### src/pcxt_pkg.sv
////////////////////////////////////////
// pcxt glue package
// widths, download indexes, rom windows, loader timing,
// cpu speed codes and the bios address union
////////////////////////////////////////

`default_nettype none

package pcxt_pkg;

	// bus and data widths
	localparam int IOCTL_ADDR_W = 25;
	localparam int BUS_ADDR_W   = 20;
	localparam int BYTE_W       = 8;
	localparam int SAMPLE_W     = 16;
	localparam int MIX_W        = 17;
	localparam int TANDY_W      = 8;

	// download index per rom image
	localparam int BIOS_IDX_PCXT  = 1;
	localparam int BIOS_IDX_TANDY = 2;
	localparam int BIOS_IDX_XTIDE = 3;

	// rom placement in the 1M map
	localparam logic [3:0] ROM_SEGMENT = 4'hF;
	// EC000 window for the xt-ide option rom
	localparam logic [5:0] XTIDE_BANK  = 6'b111011;

	// memory write slot, in chipset cycles
	localparam int BIOS_WRITE_PULSE = 20;
	localparam int BIOS_WRITE_CYCLE = 40;

	// loader states
	localparam logic [1:0] LOAD_IDLE    = 2'd0;
	localparam logic [1:0] LOAD_WAIT    = 2'd1;
	localparam logic [1:0] LOAD_WRITE   = 2'd2;
	localparam logic [1:0] LOAD_RECOVER = 2'd3;

	// cpu reset stretch after system reset
	localparam int CPU_RESET_HOLD = 42;

	// cpu speed request codes
	localparam logic [1:0] SPEED_4_77   = 2'd0;
	localparam logic [1:0] SPEED_7_16   = 2'd1;
	localparam logic [1:0] SPEED_14_318 = 2'd2;

	// strobe lanes
	localparam int UART_SPEED_W = 2;
	localparam int NUM_STROBES  = 2;
	localparam int STROBE_OPL2  = 0;
	localparam int STROBE_UART  = 1;

	// one 20 bit bus address, decoded as the 64K system rom
	// or as the 16K xt-ide window
	typedef union packed {
		struct packed {
			logic [BUS_ADDR_W-17:0] segment;
			logic [15:0]            offset;
		} rom64k;
		struct packed {
			logic [BUS_ADDR_W-15:0] bank;
			logic [13:0]            offset;
		} xtide;
	} bios_addr_t;

endpackage

`default_nettype wire

### src/clock_strobes.sv
////////////////////////////////////////
// clock strobes
// slow opl2 and uart clocks become one cycle enables,
// uart enable picked by the uart speed setting
////////////////////////////////////////

`timescale 1ns/1ps
`default_nettype none

module clock_strobes (
	input  wire                              clk_chipset,
	input  wire                              reset,
	input  wire                              opl2_clk_i,
	input  wire                              uart_clk_i,
	input  wire                              uart_slow_clk_i,
	input  wire [pcxt_pkg::UART_SPEED_W-1:0] uart_speed_i,
	output logic                             opl2_en_o,
	output logic                             uart_clk_en_o
);

	import pcxt_pkg::*;

	// raw slow clocks, one per lane
	logic [NUM_STROBES-1:0] clk_in;
	logic [NUM_STROBES-1:0] strobe;

	assign clk_in[STROBE_OPL2] = opl2_clk_i;
	assign clk_in[STROBE_UART] = uart_clk_i;

	for (genvar lane = 0; lane < NUM_STROBES; lane++) begin : g_lane
		// two flops to settle, third one for the edge
		logic [2:0] sync;

		always_ff @(posedge clk_chipset or posedge reset) begin
			if (reset) begin
				sync         <= 3'b000;
				strobe[lane] <= 1'b0;
			end else begin
				sync         <= {sync[1:0], clk_in[lane]};
				// rising edge seen between stage 1 and stage 2
				strobe[lane] <= sync[1] & ~sync[2];
			end
		end
	end

	assign opl2_en_o = strobe[STROBE_OPL2];

	// setting 0 runs the uart from the slow clock level directly
	assign uart_clk_en_o = (uart_speed_i == '0) ? uart_slow_clk_i : strobe[STROBE_UART];

endmodule

`default_nettype wire

### src/cpu_clock_select.sv
////////////////////////////////////////
// cpu clock select
// speed request taken only when the bus unit is done,
// chosen clock level resynchronized to clk_chipset
////////////////////////////////////////

`timescale 1ns/1ps
`default_nettype none

module cpu_clock_select (
	input  wire       clk_chipset,
	input  wire       reset,
	input  wire       clk_4_77_i,
	input  wire       clk_7_16_i,
	input  wire       clk_14_318_i,
	input  wire [1:0] speed_sel_i,
	input  wire       biu_done_i,
	output logic      clk_cpu_o,
	output logic      turbo_mode_o
);

	import pcxt_pkg::*;

	logic [1:0] speed_q;
	logic       clk_sel;
	logic [1:0] clk_sync;

	// speed latch
	// only between bus cycles, so the cpu never sees a short phase
	always_ff @(posedge clk_chipset or posedge reset) begin
		if (reset) begin
			speed_q      <= SPEED_4_77;
			turbo_mode_o <= 1'b0;
		end else if (biu_done_i) begin
			speed_q      <= speed_sel_i;
			turbo_mode_o <= (speed_sel_i == SPEED_7_16) || (speed_sel_i == SPEED_14_318);
		end
	end

	// clock level mux, unknown codes fall back to 4.77
	always_comb begin
		case (speed_q)
			SPEED_14_318: clk_sel = clk_14_318_i;
			SPEED_7_16:   clk_sel = clk_7_16_i;
			default:      clk_sel = clk_4_77_i;
		endcase
	end

	// three flop resync of the selected level
	always_ff @(posedge clk_chipset or posedge reset) begin
		if (reset) begin
			clk_sync  <= 2'b00;
			clk_cpu_o <= 1'b0;
		end else begin
			clk_sync  <= {clk_sync[0], clk_sel};
			clk_cpu_o <= clk_sync[1];
		end
	end

endmodule

`default_nettype wire

### src/cpu_reset_seq.sv
////////////////////////////////////////
// cpu reset sequencer
// stretches cpu reset past system reset,
// samples the machine model while in reset
////////////////////////////////////////

`timescale 1ns/1ps
`default_nettype none

module cpu_reset_seq (
	input  wire  clk_chipset,
	input  wire  reset,
	input  wire  model_tandy_i,
	output logic reset_cpu_o,
	output logic tandy_mode_o
);

	import pcxt_pkg::*;

	// counts edges since reset release
	logic [$clog2(CPU_RESET_HOLD)-1:0] hold_cnt;

	always_ff @(posedge clk_chipset or posedge reset) begin
		if (reset) begin
			reset_cpu_o <= 1'b1;
			hold_cnt    <= '0;
		end else if (reset_cpu_o) begin
			// release on the CPU_RESET_HOLD-th edge, then stay put
			if (hold_cnt == ($bits(hold_cnt))'(CPU_RESET_HOLD - 1)) begin
				reset_cpu_o <= 1'b0;
			end else begin
				hold_cnt <= hold_cnt + 1'b1;
			end
		end
	end

	// model select
	// follows the input during reset, frozen once reset drops
	always_ff @(posedge clk_chipset) begin
		if (reset) begin
			tandy_mode_o <= model_tandy_i;
		end
	end

endmodule

`default_nettype wire

### src/bios_loader.sv
////////////////////////////////////////
// bios loader
// download bytes to timed memory writes for the pcxt,
// tandy and xt-ide roms, plus protect and request flags
////////////////////////////////////////

`timescale 1ns/1ps
`default_nettype none

module bios_loader (
	input  wire                              clk_chipset,
	input  wire                              reset,
	input  wire                              sdram_ready_i,
	input  wire                              ioctl_download_i,
	input  wire                              ioctl_wr_i,
	input  wire [pcxt_pkg::BYTE_W-1:0]       ioctl_index_i,
	input  wire [pcxt_pkg::IOCTL_ADDR_W-1:0] ioctl_addr_i,
	input  wire [pcxt_pkg::BYTE_W-1:0]       ioctl_data_i,
	input  wire                              processor_ready_i,
	input  wire                              address_direction_i,
	input  wire                              tandy_mode_i,
	output logic                             bios_request_o,
	output logic                             bios_protect_o,
	output pcxt_pkg::bios_addr_t             bios_address_o,
	output logic [pcxt_pkg::BYTE_W-1:0]      bios_data_o,
	output logic                             bios_write_n_o,
	output logic                             tandy_bios_flag_o
);

	import pcxt_pkg::*;

	logic [1:0]                          state;
	logic [$clog2(BIOS_WRITE_CYCLE+1)-1:0] slot_cnt;
	logic                                tandy_write;
	logic                                low_64k;
	logic                                sel_pcxt;
	logic                                sel_tandy;
	logic                                sel_xtide;
	logic                                byte_ok;
	bios_addr_t                          next_addr;

	////////////////////////////////////////
	// target decode
	////////////////////////////////////////

	// system roms only fit in the first 64K of the image
	assign low_64k   = (ioctl_addr_i[IOCTL_ADDR_W-1:16] == '0);
	assign sel_pcxt  = (ioctl_index_i == BYTE_W'(BIOS_IDX_PCXT)) && low_64k;
	assign sel_tandy = (ioctl_index_i == BYTE_W'(BIOS_IDX_TANDY)) && low_64k;
	assign sel_xtide = (ioctl_index_i == BYTE_W'(BIOS_IDX_XTIDE));
	assign byte_ok   = sel_pcxt | sel_tandy | sel_xtide;

	always_comb begin
		next_addr = '1;
		if (sel_pcxt || sel_tandy) begin
			// F0000 to FFFFF
			next_addr.rom64k.segment = ROM_SEGMENT;
			next_addr.rom64k.offset  = ioctl_addr_i[15:0];
		end else if (sel_xtide) begin
			// EC000 to EFFFF
			next_addr.xtide.bank   = XTIDE_BANK;
			next_addr.xtide.offset = ioctl_addr_i[13:0];
		end
	end

	////////////////////////////////////////
	// write sequencer
	////////////////////////////////////////

	always_ff @(posedge clk_chipset or posedge reset) begin
		if (reset) begin
			state          <= LOAD_IDLE;
			slot_cnt       <= '0;
			bios_protect_o <= 1'b1;
			bios_request_o <= 1'b0;
			bios_address_o <= '1;
			bios_data_o    <= '1;
			bios_write_n_o <= 1'b1;
			tandy_write    <= 1'b0;
		end else if (!sdram_ready_i) begin
			// memory not up yet, keep everything parked
			state          <= LOAD_IDLE;
			slot_cnt       <= '0;
			bios_protect_o <= 1'b1;
			bios_request_o <= 1'b0;
			bios_address_o <= '1;
			bios_data_o    <= '1;
			bios_write_n_o <= 1'b1;
			tandy_write    <= 1'b0;
		end else begin
			case (state)
				LOAD_IDLE: begin
					bios_protect_o <= 1'b1;
					bios_request_o <= ioctl_download_i;
					bios_address_o <= '1;
					bios_data_o    <= '1;
					bios_write_n_o <= 1'b1;
					slot_cnt       <= '0;
					tandy_write    <= 1'b0;
					// wait for the cpu to let go of the bus
					if (ioctl_download_i && !processor_ready_i && address_direction_i) begin
						state <= LOAD_WAIT;
					end
				end
				LOAD_WAIT: begin
					bios_protect_o <= 1'b0;
					bios_request_o <= 1'b1;
					slot_cnt       <= '0;
					if (!ioctl_download_i) begin
						state       <= LOAD_IDLE;
						tandy_write <= 1'b0;
					end else if (ioctl_wr_i && byte_ok) begin
						bios_address_o <= next_addr;
						bios_data_o    <= ioctl_data_i;
						tandy_write    <= sel_tandy;
						state          <= LOAD_WRITE;
					end
				end
				LOAD_WRITE: begin
					bios_protect_o <= 1'b0;
					bios_request_o <= 1'b1;
					slot_cnt       <= slot_cnt + 1'b1;
					// low for BIOS_WRITE_PULSE edges
					if (slot_cnt == ($bits(slot_cnt))'(BIOS_WRITE_PULSE)) begin
						bios_write_n_o <= 1'b1;
						state          <= LOAD_RECOVER;
					end else begin
						bios_write_n_o <= 1'b0;
					end
				end
				default: begin
					// recover, rest of the byte slot with the bus idle
					bios_protect_o <= 1'b0;
					bios_request_o <= 1'b1;
					bios_address_o <= '1;
					bios_data_o    <= '1;
					bios_write_n_o <= 1'b1;
					tandy_write    <= 1'b0;
					slot_cnt       <= slot_cnt + 1'b1;
					if (slot_cnt == ($bits(slot_cnt))'(BIOS_WRITE_CYCLE)) begin
						state <= LOAD_WAIT;
					end
				end
			endcase
		end
	end

	// chipset sees the image type only during the strobe
	assign tandy_bios_flag_o = bios_write_n_o ? tandy_mode_i : tandy_write;

endmodule

`default_nettype wire

### src/audio_dac.sv
////////////////////////////////////////
// audio dac
// opl2, speaker and tandy mixer,
// first order sigma-delta bitstream
////////////////////////////////////////

`timescale 1ns/1ps
`default_nettype none

module audio_dac (
	input  wire                                 clk_chipset,
	input  wire                                 reset,
	input  wire signed [pcxt_pkg::SAMPLE_W-1:0] opl_sample_i,
	input  wire                                 speaker_i,
	input  wire        [pcxt_pkg::TANDY_W-1:0]  tandy_sample_i,
	output logic       [pcxt_pkg::SAMPLE_W-1:0] dac_sample_o,
	output logic                                audio_o
);

	import pcxt_pkg::*;

	logic             spk_n;
	logic [MIX_W-1:0] mix;
	// 15 bit accumulator, carry is the output bit
	logic [MIX_W-3:0] acc;
	logic [MIX_W-2:0] acc_sum;

	// speaker is active low into the mix, weight 2^14
	assign spk_n = ~speaker_i;

	// modulo 2^17 sum
	// tandy weight 2^9
	assign mix = {opl_sample_i[SAMPLE_W-1], opl_sample_i}
		+ {{(MIX_W-15){1'b0}}, spk_n, 14'b0}
		+ {tandy_sample_i, {(MIX_W-TANDY_W){1'b0}}};

	assign acc_sum = {1'b0, acc} + {1'b0, mix[MIX_W-1:2]};

	// word out for a parallel dac
	always_ff @(posedge clk_chipset) begin
		dac_sample_o <= mix[MIX_W-1:1];
	end

	// sigma-delta loop
	always_ff @(posedge clk_chipset or posedge reset) begin
		if (reset) begin
			acc     <= '0;
			audio_o <= 1'b0;
		end else begin
			acc     <= acc_sum[MIX_W-3:0];
			audio_o <= acc_sum[MIX_W-2];
		end
	end

endmodule

`default_nettype wire

### src/pcxt_glue_top.sv
////////////////////////////////////////
// pcxt chipset glue, top level
// strobes, cpu clock and reset, bios loader, audio
////////////////////////////////////////

`timescale 1ns/1ps
`default_nettype none

module pcxt_glue_top (
	input  wire                                 clk_chipset,
	input  wire                                 reset,
	// download
	input  wire                                 sdram_ready_i,
	input  wire                                 ioctl_download_i,
	input  wire                                 ioctl_wr_i,
	input  wire        [pcxt_pkg::BYTE_W-1:0]       ioctl_index_i,
	input  wire        [pcxt_pkg::IOCTL_ADDR_W-1:0] ioctl_addr_i,
	input  wire        [pcxt_pkg::BYTE_W-1:0]       ioctl_data_i,
	input  wire                                 processor_ready_i,
	input  wire                                 address_direction_i,
	input  wire                                 model_tandy_i,
	// cpu clocking
	input  wire                                 clk_4_77_i,
	input  wire                                 clk_7_16_i,
	input  wire                                 clk_14_318_i,
	input  wire        [1:0]                    speed_sel_i,
	input  wire                                 biu_done_i,
	// slow clocks
	input  wire                                 opl2_clk_i,
	input  wire                                 uart_clk_i,
	input  wire                                 uart_slow_clk_i,
	input  wire        [pcxt_pkg::UART_SPEED_W-1:0] uart_speed_i,
	// sound sources
	input  wire signed [pcxt_pkg::SAMPLE_W-1:0] opl_sample_i,
	input  wire                                 speaker_i,
	input  wire        [pcxt_pkg::TANDY_W-1:0]  tandy_sample_i,
	// outputs
	output logic                                reset_cpu_o,
	output logic                                bios_request_o,
	output logic                                bios_protect_o,
	output pcxt_pkg::bios_addr_t                bios_address_o,
	output logic       [pcxt_pkg::BYTE_W-1:0]   bios_data_o,
	output logic                                bios_write_n_o,
	output logic                                tandy_bios_flag_o,
	output logic                                clk_cpu_o,
	output logic                                turbo_mode_o,
	output logic                                opl2_en_o,
	output logic                                uart_clk_en_o,
	output logic       [pcxt_pkg::SAMPLE_W-1:0] dac_sample_o,
	output logic                                audio_o
);

	// model latched at reset, used by the loader flag
	logic tandy_mode;

	clock_strobes u_clock_strobes (
		.clk_chipset     (clk_chipset),
		.reset           (reset),
		.opl2_clk_i      (opl2_clk_i),
		.uart_clk_i      (uart_clk_i),
		.uart_slow_clk_i (uart_slow_clk_i),
		.uart_speed_i    (uart_speed_i),
		.opl2_en_o       (opl2_en_o),
		.uart_clk_en_o   (uart_clk_en_o)
	);

	cpu_clock_select u_cpu_clock_select (
		.clk_chipset  (clk_chipset),
		.reset        (reset),
		.clk_4_77_i   (clk_4_77_i),
		.clk_7_16_i   (clk_7_16_i),
		.clk_14_318_i (clk_14_318_i),
		.speed_sel_i  (speed_sel_i),
		.biu_done_i   (biu_done_i),
		.clk_cpu_o    (clk_cpu_o),
		.turbo_mode_o (turbo_mode_o)
	);

	cpu_reset_seq u_cpu_reset_seq (
		.clk_chipset   (clk_chipset),
		.reset         (reset),
		.model_tandy_i (model_tandy_i),
		.reset_cpu_o   (reset_cpu_o),
		.tandy_mode_o  (tandy_mode)
	);

	bios_loader u_bios_loader (
		.clk_chipset         (clk_chipset),
		.reset               (reset),
		.sdram_ready_i       (sdram_ready_i),
		.ioctl_download_i    (ioctl_download_i),
		.ioctl_wr_i          (ioctl_wr_i),
		.ioctl_index_i       (ioctl_index_i),
		.ioctl_addr_i        (ioctl_addr_i),
		.ioctl_data_i        (ioctl_data_i),
		.processor_ready_i   (processor_ready_i),
		.address_direction_i (address_direction_i),
		.tandy_mode_i        (tandy_mode),
		.bios_request_o      (bios_request_o),
		.bios_protect_o      (bios_protect_o),
		.bios_address_o      (bios_address_o),
		.bios_data_o         (bios_data_o),
		.bios_write_n_o      (bios_write_n_o),
		.tandy_bios_flag_o   (tandy_bios_flag_o)
	);

	audio_dac u_audio_dac (
		.clk_chipset    (clk_chipset),
		.reset          (reset),
		.opl_sample_i   (opl_sample_i),
		.speaker_i      (speaker_i),
		.tandy_sample_i (tandy_sample_i),
		.dac_sample_o   (dac_sample_o),
		.audio_o        (audio_o)
	);

endmodule

`default_nettype wire

### config.mk
export PLATFORM = sky130hd
export DESIGN_NAME = pcxt_glue_top
export DESIGN_NICKNAME = d
export VERILOG_FILES = /design/src/pcxt_pkg.sv /design/src/clock_strobes.sv /design/src/cpu_clock_select.sv /design/src/cpu_reset_seq.sv /design/src/bios_loader.sv /design/src/audio_dac.sv /design/src/pcxt_glue_top.sv
export SDC_FILE = /design/constraint.sdc
export NUM_CORES = 1
export LEC_CHECK = 0
export BUFFER_PORTS_ARGS = -buffer_cell sky130_fd_sc_hd__buf_2
export CORE_ASPECT_RATIO = 0.8
export CORE_UTILIZATION = 31
export DETAILED_ROUTE_END_ITERATION = 7
export GPL_ROUTABILITY_DRIVEN = 0
export SLEW_MARGIN = 5
export SYNTH_ARGS = -nofsm -noshare
export SYNTH_HDL_FRONTEND = slang
export SYNTH_HIERARCHICAL = 1
export SYNTH_SLANG_ARGS = --single-unit
### constraint.sdc
create_clock -name clk_chipset -period 2.5 [get_ports clk_chipset]
set_input_delay 0.375 -clock clk_chipset [delete_from_list [all_inputs] [get_ports clk_chipset]]
set_output_delay 0.375 -clock clk_chipset [all_outputs]
set_load 0.02 [all_outputs]
==> impl_results.md <==
* Initial DRC count at 67
* CTS Buf Count at 9
* CTS Sinks at 91
* IO buf count at 134
* Crit Path Class: input pin to register
* Worst slew pin tran at 0.814 ns
* Synthesized area at 0.00443 mm2
* Placed Instances at 706
* Total gr overflow at 0
* Sequential area share after synthesis at 50.5%
* First-pass GRT wire length at 15.5 mm
* Clk_skew at 0.00461 ns
* Peak Freq at 413 MHz
* CTS tree: yes
* Pre-CTS setup slack at -0.253 ns
* Type of the worst min-delay path: input pin to register
* Initial Utilization at 32.3%
* Core area at 0.0137 mm2
* Area after DPL at 0.00547 mm2
* Per-cell routed wire length at 12.9 um
* Outcome: completed
* Routed Antenna Nets at 0
* Rel. slew slack at 45.6%
* Largest net degree at the start of global routing at 26
* CP required at 2.73 ns
* Slew Viols, Final at 0
* Crit path DAT at 2.65 ns
* Root Driver: clkbuf_16
* Antenna diodes at 0
* Synth Register Bits at 91
* Max Cap Viol at 0
* Via-per-instance ratio at 4.49
* Total GRT Usage at 13.6%
* I/O Pins at 139
* Synth top cells by count: 46 x dfrtp_1, 37 x ha_1, 34 x inv_1
* Worst setup margin at 0.0759 ns
* Pre-Repair DR Iteration Count at 4
* Worst Setup Start Kind: input pin
* Metal3 WL at 678 um
* Worst-path clk slew at 0.06 ns
* Final Non-Filler Cells at 723
* WHS Path Cells at 1
* Total Wirelength at 9.32 mm
* Worst IR Drop VDD at 478 uV
* Max Used Layer: met4
* CP Capture Type: register
* Final HPWL DP at 7.14 mm
* # setup viols final at 0
* Setup TNS at 0 ns
* Fillers at 1333
* Share of cells above drive strength 1 at 42.0%
* Met2 WL at 4.30 mm
* Worst hold slack at 0.132 ns
* Die H at 109 um
* Post-synth EDFFs at 1
* Async SR Flop Fraction at 81.3%
* Ys Warns at 6
* Most common cell in the netlist: dfrtp_1
* Area added between synthesis and finish at 30.3%
* Synth area leader: dfrtp_1
* H-tree levels at 3
* Die Area at 0.0148 mm2
* Cell variety after synth at 54
* Die width at 136 um
* Main synth FF type: dfrtp_1
* Max Fanout on Critical Path at 3
* Final hold violations at 0
* Crit share post-route at 97.0%
* Worst reg2reg path depth at 10
* Metal-1 WL at 4.23 mm
* Power Dens Cells at 895 mW/mm2
* Leak at 0.00274 uW
* Final instance area at 0.00577 mm2
* Clock buffer depth at 2
* DR vias at 3248
* Clk_lat worst skew at 0.34 ns
* Main area contributors after synthesis: dfrtp_1 26%, dfstp_2 17%, ha_1 10%
* Mapped Cells at 386
* Fin nets at 663
* Rows at 38
* Initial antenna violation count at 0
* Vias in the first global route at 3315
* Post-layout minimum cycle time at 2.42 ns
* Top-area cell type share of the netlist area at 26.0%
* Remaining DRCs at 0
* Syn Area/Cell at 11.5 um2
==> area by class of cell <==
cell class	instances	area [um2]	share of cell area (%)
timing repair buffer	149	798	13.8
clock buffer	14	274	4.75
clock inverter	2	8.76	0.152
multi-input combinational	253	2100	36.4
sequential	91	2240	38.7
inverter	34	128	2.21
tap	180	225	3.90
==> cells in the final DEF (no fill, tap or decap), drive strengths merged, types with 15 or more instances in the layout <==
cell type  count
dfstp         28
mux2          19
nand2         18
dfxtp         16
xnor2         19
dfrtp         46
nor2          26
inv           34
buf          148
ha            37
or3           15
==> power by group <==
part           leakage [uW]  switching [uW]  internal, uW
registers           0.00101             101          1770
logic               0.00158            1080           940
clock network      0.000140             530           751
==> per-layer routing <==
| layer | track usage [%] | up-vias |
|---|---|---|
| li1 | - | 1624 |
| met1 | 16.7 | 1519 |
| met4 | 4.98 | 0 |
| met3 | 4.79 | 9 |
| met2 | 21.9 | 96 |
| met5 | 0 | - |
==> worst max-delay path, cell delays in order <==
cell and delay [ns]:
buf_2 0.11, ha_4 0.24, ha_4 0.16, fa_2 0.35, a21o_1 0.23, a21oi_4 0.21, xnor2_2 0.15, ha_1 0.28
a21o_1 0.20, a21oi_2 0.13, o21ai_2 0.07, xor2_1 0.15
==> path summary, 6_finish.rpt <==
path / startpoint / endpoint / slack, ns
min: opl_sample_i[1] / u_audio_dac/dac_sample_o[0] / 0.13
max: opl_sample_i[10] / u_audio_dac/acc[14] / 0.08
min reg2reg: u_cpu_clock_select/clk_sync[0] / u_cpu_clock_select/clk_sync[1] / 0.35
max reg2reg: u_audio_dac/acc[0] / u_audio_dac/acc[12] / 0.36
max in group asynchronous: reset / u_bios_loader/bios_protect_o / 0.98
min in group asynchronous: reset / u_cpu_clock_select/clk_sync[1] / 0.55
==> state kept, by name (all words and copies together) (netlist names) <==
register	cells
u_clock_strobes/strobe	1
u_cpu_reset_seq/hold_cnt	6
u_cpu_reset_seq/reset_cpu_o	1
u_audio_dac/acc	15
u_bios_loader/state	2
u_bios_loader/bios_request_o	1
u_cpu_clock_select/speed_q	2
u_bios_loader/bios_write_n_o	1
u_audio_dac/audio_o	1
u_cpu_clock_select/turbo_mode_o	1
u_cpu_clock_select/clk_cpu_o	1
u_cpu_reset_seq/tandy_mode_o	1
u_audio_dac/dac_sample_o	16
u_cpu_clock_select/clk_sync	2
u_bios_loader/tandy_write	1
u_clock_strobes/opl2_en_o	1
u_bios_loader/bios_protect_o	1
u_bios_loader/bios_address_o	17
u_bios_loader/bios_data_o	8
u_bios_loader/slot_cnt	6
u_clock_strobes/g_lane.sync	6
==> per-stage QoR <==
step,utilization (%),total power (uW)
floorplan,-,3340
global placement,39.8,3830
detailed placement,39.8,3890
CTS,41.9,5220
global route,42.0,5560
finish,42.0,5170
==> timing repair <==
action | in CTS | in global routing
endpoints found under the hold margin | 6 | 0
setup buffers | 0 | 0
hold buffers | 1 | 0
setup endpoints to repair | 0 | 2
gates resized for setup | 0 | 3
==> kinds of logic after synthesis <==
| group | share of synthesized area (%) |
|---|---|
| DFF | 50.5 |
| AOI/OAI and AO/OA | 8.95 |
| muxes | 7.31 |
| other | 0.0846 |
| xor gates and xnor gates | 5.73 |
| and+or+nand+nor | 11.1 |
| buffers and inverters | 4.32 |
| adders and majority gates | 12.1 |
Note: power is estimated with default switching activity, not from simulation.
